[src/vin_pkg.sv]
// Video input package with shared widths and the mode and state encodings
`default_nettype none

package vin_pkg;

    // One DPI pixel, R in the top byte and B in the bottom byte
    localparam int PIX_W = 24;

    // Pixels carried in one double-pixel word, also the lane count
    localparam int PIXELS_PER_WORD = 2;

    // One converted pixel
    localparam int LANE_W = 16;

    // Conversion opcode for each lane
    typedef enum logic {
        MODE_RGB565 = 1'b0,
        MODE_LUMA   = 1'b1
    } pix_mode_e;

    // Which pixel of a pair the pair former is waiting for
    typedef enum logic {
        PH_FIRST  = 1'b0,
        PH_SECOND = 1'b1
    } pair_phase_e;

    // Startup frame discard state
    typedef enum logic {
        SKIPPING = 1'b0,
        RUNNING  = 1'b1
    } skip_state_e;

endpackage

`default_nettype wire

[src/vin_pixel_pair.sv]
// DPI pair former that samples the bus, drops startup frames and builds double-pixel words
`default_nettype none

module vin_pixel_pair import vin_pkg::*; #(
    parameter int SKIP_FRAMES  = 3,
    parameter int H_ACTIVE_MAX = 400,
    parameter int CNT_W        = 11
) (
    input  wire                             pclk,
    input  wire                             vi_rst,
    input  wire                             dpi_vsync,
    input  wire                             dpi_hsync,
    input  wire                             dpi_de,
    input  wire [PIX_W-1:0]                 dpi_pixel,
    output logic                            pair_valid,
    output logic                            pair_de,
    output logic                            pair_hsync,
    output logic                            pair_vsync,
    output logic [PIXELS_PER_WORD*PIX_W-1:0] pair_pixel
);

    // Enough bits to count up to SKIP_FRAMES discarded vsync edges
    localparam int SKIP_W = (SKIP_FRAMES > 0) ? $clog2(SKIP_FRAMES + 1) : 1;

    logic              de_q;
    logic              hsync_q;
    logic              vsync_q;
    logic [PIX_W-1:0]  pix_q;
    logic              de_last;
    logic              vsync_last;
    logic              de_rise;
    logic              vsync_rise;

    pair_phase_e       phase;
    skip_state_e       skip_state;
    logic [SKIP_W-1:0] skip_cnt;
    logic              skip_end;
    logic              running;

    logic [PIX_W-1:0]  pix_buf;
    logic [CNT_W-1:0]  pair_cnt;

    // Input register stage
    always_ff @(posedge pclk or posedge vi_rst) begin
        if (vi_rst) begin
            de_q       <= 1'b0;
            hsync_q    <= 1'b0;
            vsync_q    <= 1'b0;
            pix_q      <= '0;
            de_last    <= 1'b0;
            vsync_last <= 1'b0;
        end else begin
            de_q       <= dpi_de;
            hsync_q    <= dpi_hsync;
            vsync_q    <= dpi_vsync;
            pix_q      <= dpi_pixel;
            de_last    <= de_q;
            vsync_last <= vsync_q;
        end
    end

    assign de_rise    = de_q & ~de_last;
    assign vsync_rise = vsync_q & ~vsync_last;

    // The vsync edge after the first SKIP_FRAMES ones opens the output
    assign skip_end = (skip_state == SKIPPING) && vsync_rise
                      && (skip_cnt == SKIP_W'(SKIP_FRAMES));
    assign running  = (skip_state == RUNNING) || skip_end;

    always_ff @(posedge pclk or posedge vi_rst) begin
        if (vi_rst) begin
            skip_state <= SKIPPING;
            skip_cnt   <= '0;
        end else if (skip_end) begin
            skip_state <= RUNNING;
        end else if ((skip_state == SKIPPING) && vsync_rise) begin
            skip_cnt <= skip_cnt + 1'b1;
        end
    end

    // Pair phase, line limit and sync outputs
    always_ff @(posedge pclk or posedge vi_rst) begin
        if (vi_rst) begin
            phase      <= PH_FIRST;
            pair_valid <= 1'b0;
            pair_de    <= 1'b0;
            pair_hsync <= 1'b0;
            pair_vsync <= 1'b0;
            pair_cnt   <= '0;
        end else if (de_rise || (phase == PH_FIRST)) begin
            // A new line always starts on the first pixel of a pair
            phase      <= PH_SECOND;
            pair_valid <= 1'b0;
            if (de_rise) begin
                pair_cnt <= '0;
            end
        end else begin
            phase      <= PH_FIRST;
            pair_valid <= 1'b1;
            pair_hsync <= hsync_q & running;
            pair_vsync <= vsync_q & running;
            if (de_q && running && (pair_cnt < CNT_W'(H_ACTIVE_MAX))) begin
                pair_de  <= 1'b1;
                pair_cnt <= pair_cnt + 1'b1;
            end else begin
                // Past the limit de stays low until the next line
                pair_de <= 1'b0;
            end
        end
    end

    // First pixel buffer and word assembly with the earlier pixel on top
    always_ff @(posedge pclk or posedge vi_rst) begin
        if (vi_rst) begin
            pix_buf    <= '0;
            pair_pixel <= '0;
        end else if (de_rise || (phase == PH_FIRST)) begin
            pix_buf <= pix_q;
        end else begin
            pair_pixel <= {pix_buf, pix_q};
        end
    end

endmodule

`default_nettype wire

[src/vin_pixel_lane.sv]
// Pixel lane that converts one RGB888 pixel to RGB565 or 8-bit luma
`default_nettype none

module vin_pixel_lane import vin_pkg::*; (
    input  wire              pclk,
    input  wire              vi_rst,
    input  wire pix_mode_e   pix_mode,
    input  wire              in_valid,
    input  wire [PIX_W-1:0]  in_pixel,
    output logic             lane_valid,
    output logic [LANE_W-1:0] lane_data
);

    logic [7:0]        red;
    logic [7:0]        green;
    logic [7:0]        blue;
    logic [10:0]       luma_sum;
    logic [LANE_W-1:0] conv_data;

    assign red   = in_pixel[23:16];
    assign green = in_pixel[15:8];
    assign blue  = in_pixel[7:0];

    // 2R + 5G + B peaks at 2040 and fits in 11 bits
    assign luma_sum = (11'(red) << 1) + (11'(green) * 11'd5) + 11'(blue);

    always_comb begin
        conv_data = '0;
        case (pix_mode)
            MODE_RGB565: conv_data = {red[7:3], green[7:2], blue[7:3]};
            MODE_LUMA:   conv_data = {8'h00, luma_sum[10:3]};
            default:     conv_data = '0;
        endcase
    end

    always_ff @(posedge pclk or posedge vi_rst) begin
        if (vi_rst) begin
            lane_valid <= 1'b0;
            lane_data  <= '0;
        end else begin
            lane_valid <= in_valid;
            lane_data  <= conv_data;
        end
    end

endmodule

`default_nettype wire

[src/vin_line_collect.sv]
// Line collector that packs lane results and counts pairs per line and lines per frame
`default_nettype none

module vin_line_collect import vin_pkg::*; #(
    parameter int CNT_W = 11
) (
    input  wire                                          pclk,
    input  wire                                          vi_rst,
    input  wire [PIXELS_PER_WORD-1:0]                    lane_valid,
    input  wire [PIXELS_PER_WORD-1:0][LANE_W-1:0]        lane_data,
    input  wire                                          sync_de,
    input  wire                                          sync_hsync,
    input  wire                                          sync_vsync,
    output logic                                         out_valid,
    output logic                                         out_de,
    output logic                                         out_hsync,
    output logic                                         out_vsync,
    output logic [PIXELS_PER_WORD*LANE_W-1:0]            out_data,
    output logic                                         line_done,
    output logic [CNT_W-1:0]                             line_pairs,
    output logic                                         frame_done,
    output logic [CNT_W-1:0]                             frame_lines
);

    logic                              de_d;
    logic                              hsync_d;
    logic                              vsync_d;
    logic                              pair_inc;
    logic                              line_end;
    logic                              frame_start;
    logic [CNT_W-1:0]                  pair_cnt;
    logic [CNT_W-1:0]                  line_cnt;
    logic [PIXELS_PER_WORD*LANE_W-1:0] packed_data;

    // Syncs wait one cycle to line up with the lane register
    always_ff @(posedge pclk or posedge vi_rst) begin
        if (vi_rst) begin
            de_d    <= 1'b0;
            hsync_d <= 1'b0;
            vsync_d <= 1'b0;
        end else begin
            de_d    <= sync_de;
            hsync_d <= sync_hsync;
            vsync_d <= sync_vsync;
        end
    end

    // Lane 0 carries the earlier pixel and lands in the upper half
    always_comb begin
        packed_data = '0;
        for (int i = 0; i < PIXELS_PER_WORD; i++) begin
            packed_data[(PIXELS_PER_WORD-1-i)*LANE_W +: LANE_W] = lane_data[i];
        end
    end

    // Edges are taken on the values about to enter the output register
    assign pair_inc    = lane_valid[0] & de_d;
    assign line_end    = out_de & ~de_d;
    assign frame_start = vsync_d & ~out_vsync;

    always_ff @(posedge pclk or posedge vi_rst) begin
        if (vi_rst) begin
            out_valid  <= 1'b0;
            out_de     <= 1'b0;
            out_hsync  <= 1'b0;
            out_vsync  <= 1'b0;
            out_data   <= '0;
            line_done  <= 1'b0;
            frame_done <= 1'b0;
        end else begin
            out_valid  <= lane_valid[0];
            out_de     <= de_d;
            out_hsync  <= hsync_d;
            out_vsync  <= vsync_d;
            out_data   <= packed_data;
            line_done  <= line_end;
            frame_done <= frame_start;
        end
    end

    // Pairs on the current line are latched when de falls
    always_ff @(posedge pclk or posedge vi_rst) begin
        if (vi_rst) begin
            pair_cnt   <= '0;
            line_pairs <= '0;
        end else if (line_end) begin
            line_pairs <= pair_cnt;
            pair_cnt   <= '0;
        end else if (pair_inc) begin
            pair_cnt <= pair_cnt + 1'b1;
        end
    end

    // Lines since the last frame start include a line that ends on the same cycle
    always_ff @(posedge pclk or posedge vi_rst) begin
        if (vi_rst) begin
            line_cnt    <= '0;
            frame_lines <= '0;
        end else if (frame_start) begin
            frame_lines <= line_cnt + CNT_W'(line_end);
            line_cnt    <= '0;
        end else if (line_end) begin
            line_cnt <= line_cnt + 1'b1;
        end
    end

endmodule

`default_nettype wire

[src/vin_top.sv]
// DPI video input top that chains the pair former, the pixel lanes and the line collector
`default_nettype none

module vin_top import vin_pkg::*; #(
    parameter int SKIP_FRAMES  = 3,
    parameter int H_ACTIVE_MAX = 400,
    parameter int CNT_W        = 11
) (
    input  wire                               pclk,
    input  wire                               vi_rst,
    input  wire                               dpi_vsync,
    input  wire                               dpi_hsync,
    input  wire                               dpi_de,
    input  wire [PIX_W-1:0]                   dpi_pixel,
    input  wire pix_mode_e                    pix_mode,
    output logic                              out_valid,
    output logic                              out_de,
    output logic                              out_hsync,
    output logic                              out_vsync,
    output logic [PIXELS_PER_WORD*LANE_W-1:0] out_data,
    output logic                              line_done,
    output logic [CNT_W-1:0]                  line_pairs,
    output logic                              frame_done,
    output logic [CNT_W-1:0]                  frame_lines
);

    logic                                  pair_valid;
    logic                                  pair_de;
    logic                                  pair_hsync;
    logic                                  pair_vsync;
    logic [PIXELS_PER_WORD*PIX_W-1:0]      pair_pixel;
    logic [PIXELS_PER_WORD-1:0]            lane_valid;
    logic [PIXELS_PER_WORD-1:0][LANE_W-1:0] lane_data;

    vin_pixel_pair #(
        .SKIP_FRAMES  (SKIP_FRAMES),
        .H_ACTIVE_MAX (H_ACTIVE_MAX),
        .CNT_W        (CNT_W)
    ) u_pair (
        .pclk       (pclk),
        .vi_rst     (vi_rst),
        .dpi_vsync  (dpi_vsync),
        .dpi_hsync  (dpi_hsync),
        .dpi_de     (dpi_de),
        .dpi_pixel  (dpi_pixel),
        .pair_valid (pair_valid),
        .pair_de    (pair_de),
        .pair_hsync (pair_hsync),
        .pair_vsync (pair_vsync),
        .pair_pixel (pair_pixel)
    );

    // Lane 0 takes the upper, earlier pixel
    for (genvar i = 0; i < PIXELS_PER_WORD; i++) begin : g_lane
        vin_pixel_lane u_lane (
            .pclk       (pclk),
            .vi_rst     (vi_rst),
            .pix_mode   (pix_mode),
            .in_valid   (pair_valid),
            .in_pixel   (pair_pixel[(PIXELS_PER_WORD-1-i)*PIX_W +: PIX_W]),
            .lane_valid (lane_valid[i]),
            .lane_data  (lane_data[i])
        );
    end

    vin_line_collect #(
        .CNT_W (CNT_W)
    ) u_collect (
        .pclk        (pclk),
        .vi_rst      (vi_rst),
        .lane_valid  (lane_valid),
        .lane_data   (lane_data),
        .sync_de     (pair_de),
        .sync_hsync  (pair_hsync),
        .sync_vsync  (pair_vsync),
        .out_valid   (out_valid),
        .out_de      (out_de),
        .out_hsync   (out_hsync),
        .out_vsync   (out_vsync),
        .out_data    (out_data),
        .line_done   (line_done),
        .line_pairs  (line_pairs),
        .frame_done  (frame_done),
        .frame_lines (frame_lines)
    );

endmodule

`default_nettype wire

[config.mk]
export PLATFORM = sky130hd
export DESIGN_NAME = vin_top
export DESIGN_NICKNAME = d
export VERILOG_FILES = /design/src/vin_pkg.sv /design/src/vin_pixel_pair.sv /design/src/vin_pixel_lane.sv /design/src/vin_line_collect.sv /design/src/vin_top.sv
export SDC_FILE = /design/constraint.sdc
export NUM_CORES = 1
export LEC_CHECK = 0
export BUFFER_PORTS_ARGS = -buffer_cell sky130_fd_sc_hd__buf_2
export CAP_MARGIN = 5
export CORE_MARGIN = 10
export CORE_UTILIZATION = 65
export CTS_BUF_LIST = sky130_fd_sc_hd__clkbuf_4
export CTS_CLUSTER_DIAMETER = 30
export CTS_CLUSTER_SIZE = 25
export DETAILED_ROUTE_END_ITERATION = 12
export PLACE_DENSITY = 0.86
export SLEW_MARGIN = 20
export SYNTH_ARGS = -nofsm -noshare
export SYNTH_HDL_FRONTEND = slang
export SYNTH_SLANG_ARGS = --single-unit
[constraint.sdc]
create_clock -name pclk -period 15.6 [get_ports pclk]
set_input_delay 0.78 -clock pclk [delete_from_list [all_inputs] [get_ports pclk]]
set_output_delay 0.78 -clock pclk [all_outputs]
set_load 0.005 [all_outputs]
Yosys cells after proc, flatten, opt, wreduce, memory -nomap -nowiden
Index checks and enable logic that the tools add are counted.
- register bits: 238
- bits in latches: 0
- bits in writable memories: 0
- bits in read-only memories: 0
- bits of input ports: 30
- output and inout bits: 60
- word-level logic and storage cells: 85
- memories kept: 0
- add/subtract/negate cells: 9
- multiply operators: 2
- divide/modulo/power cells: 0
- magnitude comparators: 1
- eq/ne operators: 2
- shift-type cells: 0
- muxes and demuxes: 12
- bitwise operators: 15
- reduce and logical (&&, ||, !) cells: 11
- operator list (kind ; number):
    two-way mux 11 bit ; 7
    one-hot mux 16 bit (2 select lines) ; 2
    adder 11 x 1 -> 11 bit, second input constant ; 3
    adder 11 x 8 -> 11 bit ; 2
    adder 9 x 11 -> 11 bit ; 2
    multiplier 8 x 3 -> 11 bit, second input constant ; 2
    adder 11 x 1 -> 11 bit ; 1
    less-than comparator 11 x 9 -> 1 bit, second input constant ; 1
    inverter 1 bit ; 8
    AND 1 bit ; 7
    nonzero test 2 bit ; 3
    logical AND 1 bit ; 4
    AND reduction 2 bit ; 2
    two-way mux 1 bit ; 3
    adder 2 x 1 -> 2 bit, second input constant ; 1
    equality test 2 bit, second input constant ; 1
    logical OR 1 bit ; 2
    inequality test 2 x 1 -> 1 bit, second input constant ; 1

Depth between registers and ports, before layout
- depth after elaboration: 9
- mapped depth: 11
- depth with buffers taken out: 10

By module
Synthesis repeated with hierarchy kept, for this count alone.
- cell total of the unflattened synthesis: 949
- area, all modules: 10221.1 sq um
- modules (own cells, without submodules) (module ; instances ; cells an instance ; area an instance (sq um) ; seq. area each (sq um)):
    vin_pixel_pair ; 1 ; 394 ; 4227.8 ; 3002.9
    vin_line_collect ; 1 ; 258 ; 3128.0 ; 2127.0
    vin_pixel_lane (g_lane[0].u_lane) ; 1 ; 148 ; 1441.4 ; 425.4
    vin_pixel_lane (g_lane[1].u_lane) ; 1 ; 149 ; 1423.9 ; 425.4

Worst setup path before layout
Ideal clock, no wire load.
- path type: register to register
- from: reg u_pair.pair_pixel[11]
- to: reg g_lane[1].u_lane.lane_data[5]
- library setup time: 0.116 ns
- arrival time: 2.878 ns
- data required time: 15.484 ns
- setup slack: 12.606 ns
- cell stages (with the launch flop): 11
- buffers on the path: 0
- period minus slack after synthesis: 2.994 ns
- cells stage by stage: dfrtp_1 -> ha_1 -> fa_1 -> inv_1 -> fa_1 -> inv_1 -> ha_1 -> a21oi_1 -> a21boi_0 -> or3_1 -> o311ai_0
- longest elaborated chain between the ends: 4
- RTL lines (item ; line ; RTL):
    start: declaration ; vin_pixel_pair.sv:19 ; output logic [PIXELS_PER_WORD*PIX_W-1:0] pair_pixel
    start signal: assignment ; vin_pixel_pair.sv:120 ; pair_pixel <= {pix_buf, pix_q};
    multiplier 8 x 3 -> 11 bit ; vin_pixel_lane.sv:25 ; assign luma_sum = (11'(red) << 1) + (11'(green) * 11'd5) + 11'(blue);
    adder 9 x 11 -> 11 bit ; vin_pixel_lane.sv:25 ;
    adder 11 x 8 -> 11 bit ; vin_pixel_lane.sv:25 ;
    one-hot mux 16 bit (2 select lines) ; vin_pixel_lane.sv:29 ; case (pix_mode)
    net g_lane[1].u_lane.conv_data[5] ; vin_pixel_lane.sv:18 ; logic [LANE_W-1:0] conv_data;
    end signal: assignment ; vin_pixel_lane.sv:42 ; lane_data <= conv_data;
    end: declaration ; vin_pixel_lane.sv:11 ; output logic [LANE_W-1:0] lane_data
The timed path passes the listed nets, and every way through them passes these cells.
A chain may end at the register's enable or synchronous reset.

Worst setup path in the final report
- from: reg u_pair.pair_pixel[13]
- to: reg g_lane[1].u_lane.lane_data[5]
Same word-level chain as after synthesis.

==> flow_summary_export.csv <==
group,metric,value,unit
logic_synthesis,synthMostInstantiatedCell,"nand2_1",
logic_synthesis,synth-edff-count,0,
power_and_ir_drop,p_per_area,174,nW/µm²
setup_path,reg2reg_slack,12320,ps
finish,nets,1119,
power_and_ir_drop,p_switching,0.712,mW
sta,relSlewSlack,34.7,%
drt,met1_length,8360,µm
setup_path,end_kind,"flip-flop",
floorplanning,die_h,144,µm
sta,worstMarginPinSlew,980,ps
logic_synthesis,ys_warn_count,0,
cts,clock_sinks,238,
drt,dr_wl_met3,1480,µm
logic_synthesis,synth_nets,1016,
cts,cts.path.max_buffers,3,
cts,clk_transition_reported_paths,110,ps
logic_synthesis,synth-seq-cells,238,
sta,final_max_slew_viol_count,0,
power_and_ir_drop,combPwrFrac,34.1,%
setup_path,rr_startpoint,"u_pair.pair_pixel[13]",
worst_hold_path,whs_path_depth,1,
logic_synthesis,seq_area_frac_synth,59.7,%
finish,drive_above_1_share,16.0,%
drt,vias_per_cell,5.50,
setup_path,r2r_cells,10,
global_routing,grt_max_degree,164,
global_routing,grt_use_total,19.2,%
finish,areaGrowthSynthToFinish,12.5,%
finish,fillers,1053,
logic_synthesis,synth_cells,918,
floorplanning,start_util,65.9,%
power_and_ir_drop,ir_drop,0.110,mV
sta,fin_setup_tns,0,ps
floorplanning,dieArea,20700,µm²
placed_design,dpl.cell_count,1167,
worst_hold_path,min_from,"dpi_pixel[16]",
cts,cts_tree,"yes",
setup_path,cp_data_arrival_time,3820,ps
sta,finalHoldViolations,0,
global_routing,grt-ovfl-total,0,
power_and_ir_drop,switching_share,36.4,%
run_status,outcome,"completed",
setup_path,crit_type,"flip-flop to flip-flop",
logic_synthesis,synth.area.top_cells,"dfrtp_1, nand2_1, ha_1",
drt,wl_met2,8980,µm
global_routing,grt_pass1_wl,31800,µm
drt,vias,6809,
drt,antenna_left,0,
sta,setup_viol,0,
cts,clk_latency,650,ps
logic_synthesis,synth_top_area_cell,"dfrtp_1",
logic_synthesis,async_flop_share,100,%
sta,fin_skew,50.1,ps
sta,rsz0062_at_grt,"false",
drt,drc,0,
drt,wl_per_cell,15.6,µm
cts,cts_setup_buffers,0,
setup_path,start_kind,"flip-flop",
drt,drtPass1Iterations,7,
global_routing,antenna_found_initial,1,
cts,cts_inserted_buffers,40,
sta,period_needed,3280,ps
drt,top_layer,"met4",
setup_path,worst-path-max-fanout,5,
cts,cts_resized,0,
cts,cts_max_level,2,
setup_path,timing.rr.end,"g_lane[1].u_lane.lane_data[5]",
drt,postRouteWirelength,19300,µm
floorplanning,io_pins,90,
cts,holdBufCountCts,0,
power_and_ir_drop,power.leakage,5.88,nW
floorplanning,core,15100,µm²
logic_synthesis,synth_top_area_share,59.7,%
logic_synthesis,syn_area,9980,µm²
cts,cts_root_buf,"clkbuf_4",
setup_path,cp.required,16140,ps
power_and_ir_drop,cell_internal_pwr,1.25,mW
power_and_ir_drop,pwr-share-clk,25.1,%
placed_design,port_buffers,89,
logic_synthesis,synth.avg_cell_area,10.9,µm²
finish,fin_cells,1239,
placed_design,place.gp.congestion,0.926,
logic_synthesis,synth-main-ff-cell,"dfrtp_1",
floorplanning,num_rows,45,
placed_design,dpl.hpwl,13300,µm
sta,fmax,304,MHz
floorplanning,fp.dieW,144,µm
logic_synthesis,synth_cell_types,49,
logic_synthesis,synthTopCellsByCount,"nand2_1, dfrtp_1, inv_1, ha_1, o21ai_0",
worst_hold_path,hp-class,"primary input to flip-flop",
power_and_ir_drop,p_seq_share,40.9,%
run,max-cap-violations,0,
global_routing,grt_pass1_vias,6615,
worst_hold_path,min_to,"u_pair.pix_q[16]",
sta,period_share,21.1,%
drt,initialDrtViolationCount,510,
[critical path, cell delays in order, from the launching register on]
cell      delay [ps]
dfrtp_1          440
ha_1             320
fa_1             510
inv_1             60
fa_1             510
inv_1             50
ha_1             350
a21oi_1          270
a21boi_0         190
or3_1            360
o311ai_0         100
[worst max path at each step]
stage	start	end	slack, ps
after floorplan	vi_rst	g_lane[0].u_lane.lane_data[0]	8290
after global placement	u_pair.pair_pixel[11]	g_lane[1].u_lane.lane_data[5]	12510
after detailed placement	u_pair.pair_pixel[11]	g_lane[1].u_lane.lane_data[5]	12390
after CTS	u_pair.pair_pixel[37]	g_lane[0].u_lane.lane_data[7]	12360
after global routing	u_pair.pair_pixel[37]	g_lane[0].u_lane.lane_data[7]	12170
final	u_pair.pair_pixel[13]	g_lane[1].u_lane.lane_data[5]	12320
[cells by family (layout without fill, tap and decap cells)]
family                   count (synthesis)  in the layout  share of synthesized area (%)
AND/OR/NAND/NOR                        377            377                           16.3
flip-flops                             238            238                           59.7
AO/OA/AOI/OAI                          102            102                           6.64
buffers and inverters                  101            233                           3.88
adder cells (fa/ha/maj)                 68             68                           10.5
XOR/XNOR                                21             21                           1.84
multiplexers                            11             11                           1.12
other                                    0              1                              0
[stage by stage]
step | area (µm²) | util, % | setup WS [ps] | total power, mW | hold WS [ps]
after floorplan | 9980 | - | 8290 | 1.28 | 331
after CTS | 11200 | 74.0 | 12360 | 1.97 | 177
after global placement | 10600 | 69.7 | 12510 | 1.43 | 331
after global routing | 11200 | 74.1 | 12170 | 2.10 | 179
after detailed placement | 10600 | 69.7 | 12390 | 1.47 | 335
final | 11200 | 74.1 | 12320 | 1.96 | 221
[sequential cells by signal (all words and copies together) (netlist names), 24 cells and up]
register                 count
u_pair.pix_buf              24
u_collect.out_data          32
u_pair.pair_pixel           48
u_pair.pix_q                24
g_lane.u_lane.lane_data     32
[metal layers]
metal	global-route usage, %	vias to the layer above
li1	-	3232
met1	25.9	3292
met2	30.0	239
met3	4.29	46
met4	7.36	0
met5	0	-
[layout make-up]
| class | count | area [µm²] | share of cell area (%) |
|---|---|---|---|
| Tap cell | 188 | 235 | 2.10 |
| Sequential cell | 238 | 5960 | 53.1 |
| Multi-Input combinational cell | 579 | 3640 | 32.4 |
| Timing Repair Buffer | 91 | 460 | 4.10 |
| Antenna cell | 1 | 2.50 | 0.0223 |
| Inverter | 71 | 279 | 2.49 |
| Clock inverter | 28 | 328 | 2.92 |
| Clock buffer | 43 | 323 | 2.88 |
[power by group through the flow]
stage	Combinational, mW	Clock [mW]	Sequential (mW)
3_3_place_gp	0.626	0	0.806
2_1_floorplan	0.486	0	0.795
5_1_grt	0.758	0.532	0.814
3_5_place_dp	0.656	0	0.812
4_1_cts	0.665	0.502	0.800
6_report	0.667	0.490	0.801
[layout by cell type, fill, tap and decap left out, types with 6 or more instances in the layout]
cell	Yosys	layout
and3_1	8	8
nand4_1	9	9
nand2_1	253	252
nor4_1	7	7
a211oi_1	6	6
or3_1	6	6
nor3_1	7	7
fa_1	26	26
bufinv_16	0	6
clkinv_1	0	6
buf_2	6	89
xnor2_1	16	16
a21o_1	8	8
ha_1	42	42
nor2_1	39	39
clkbuf_4	0	43
mux2i_1	10	10
inv_1	70	68
nand3_1	19	19
o21ai_0	41	41
and2_1	6	6
a21oi_1	20	20
dfrtp_1	238	238
No activity file was read; power rests on OpenSTA's default activity.
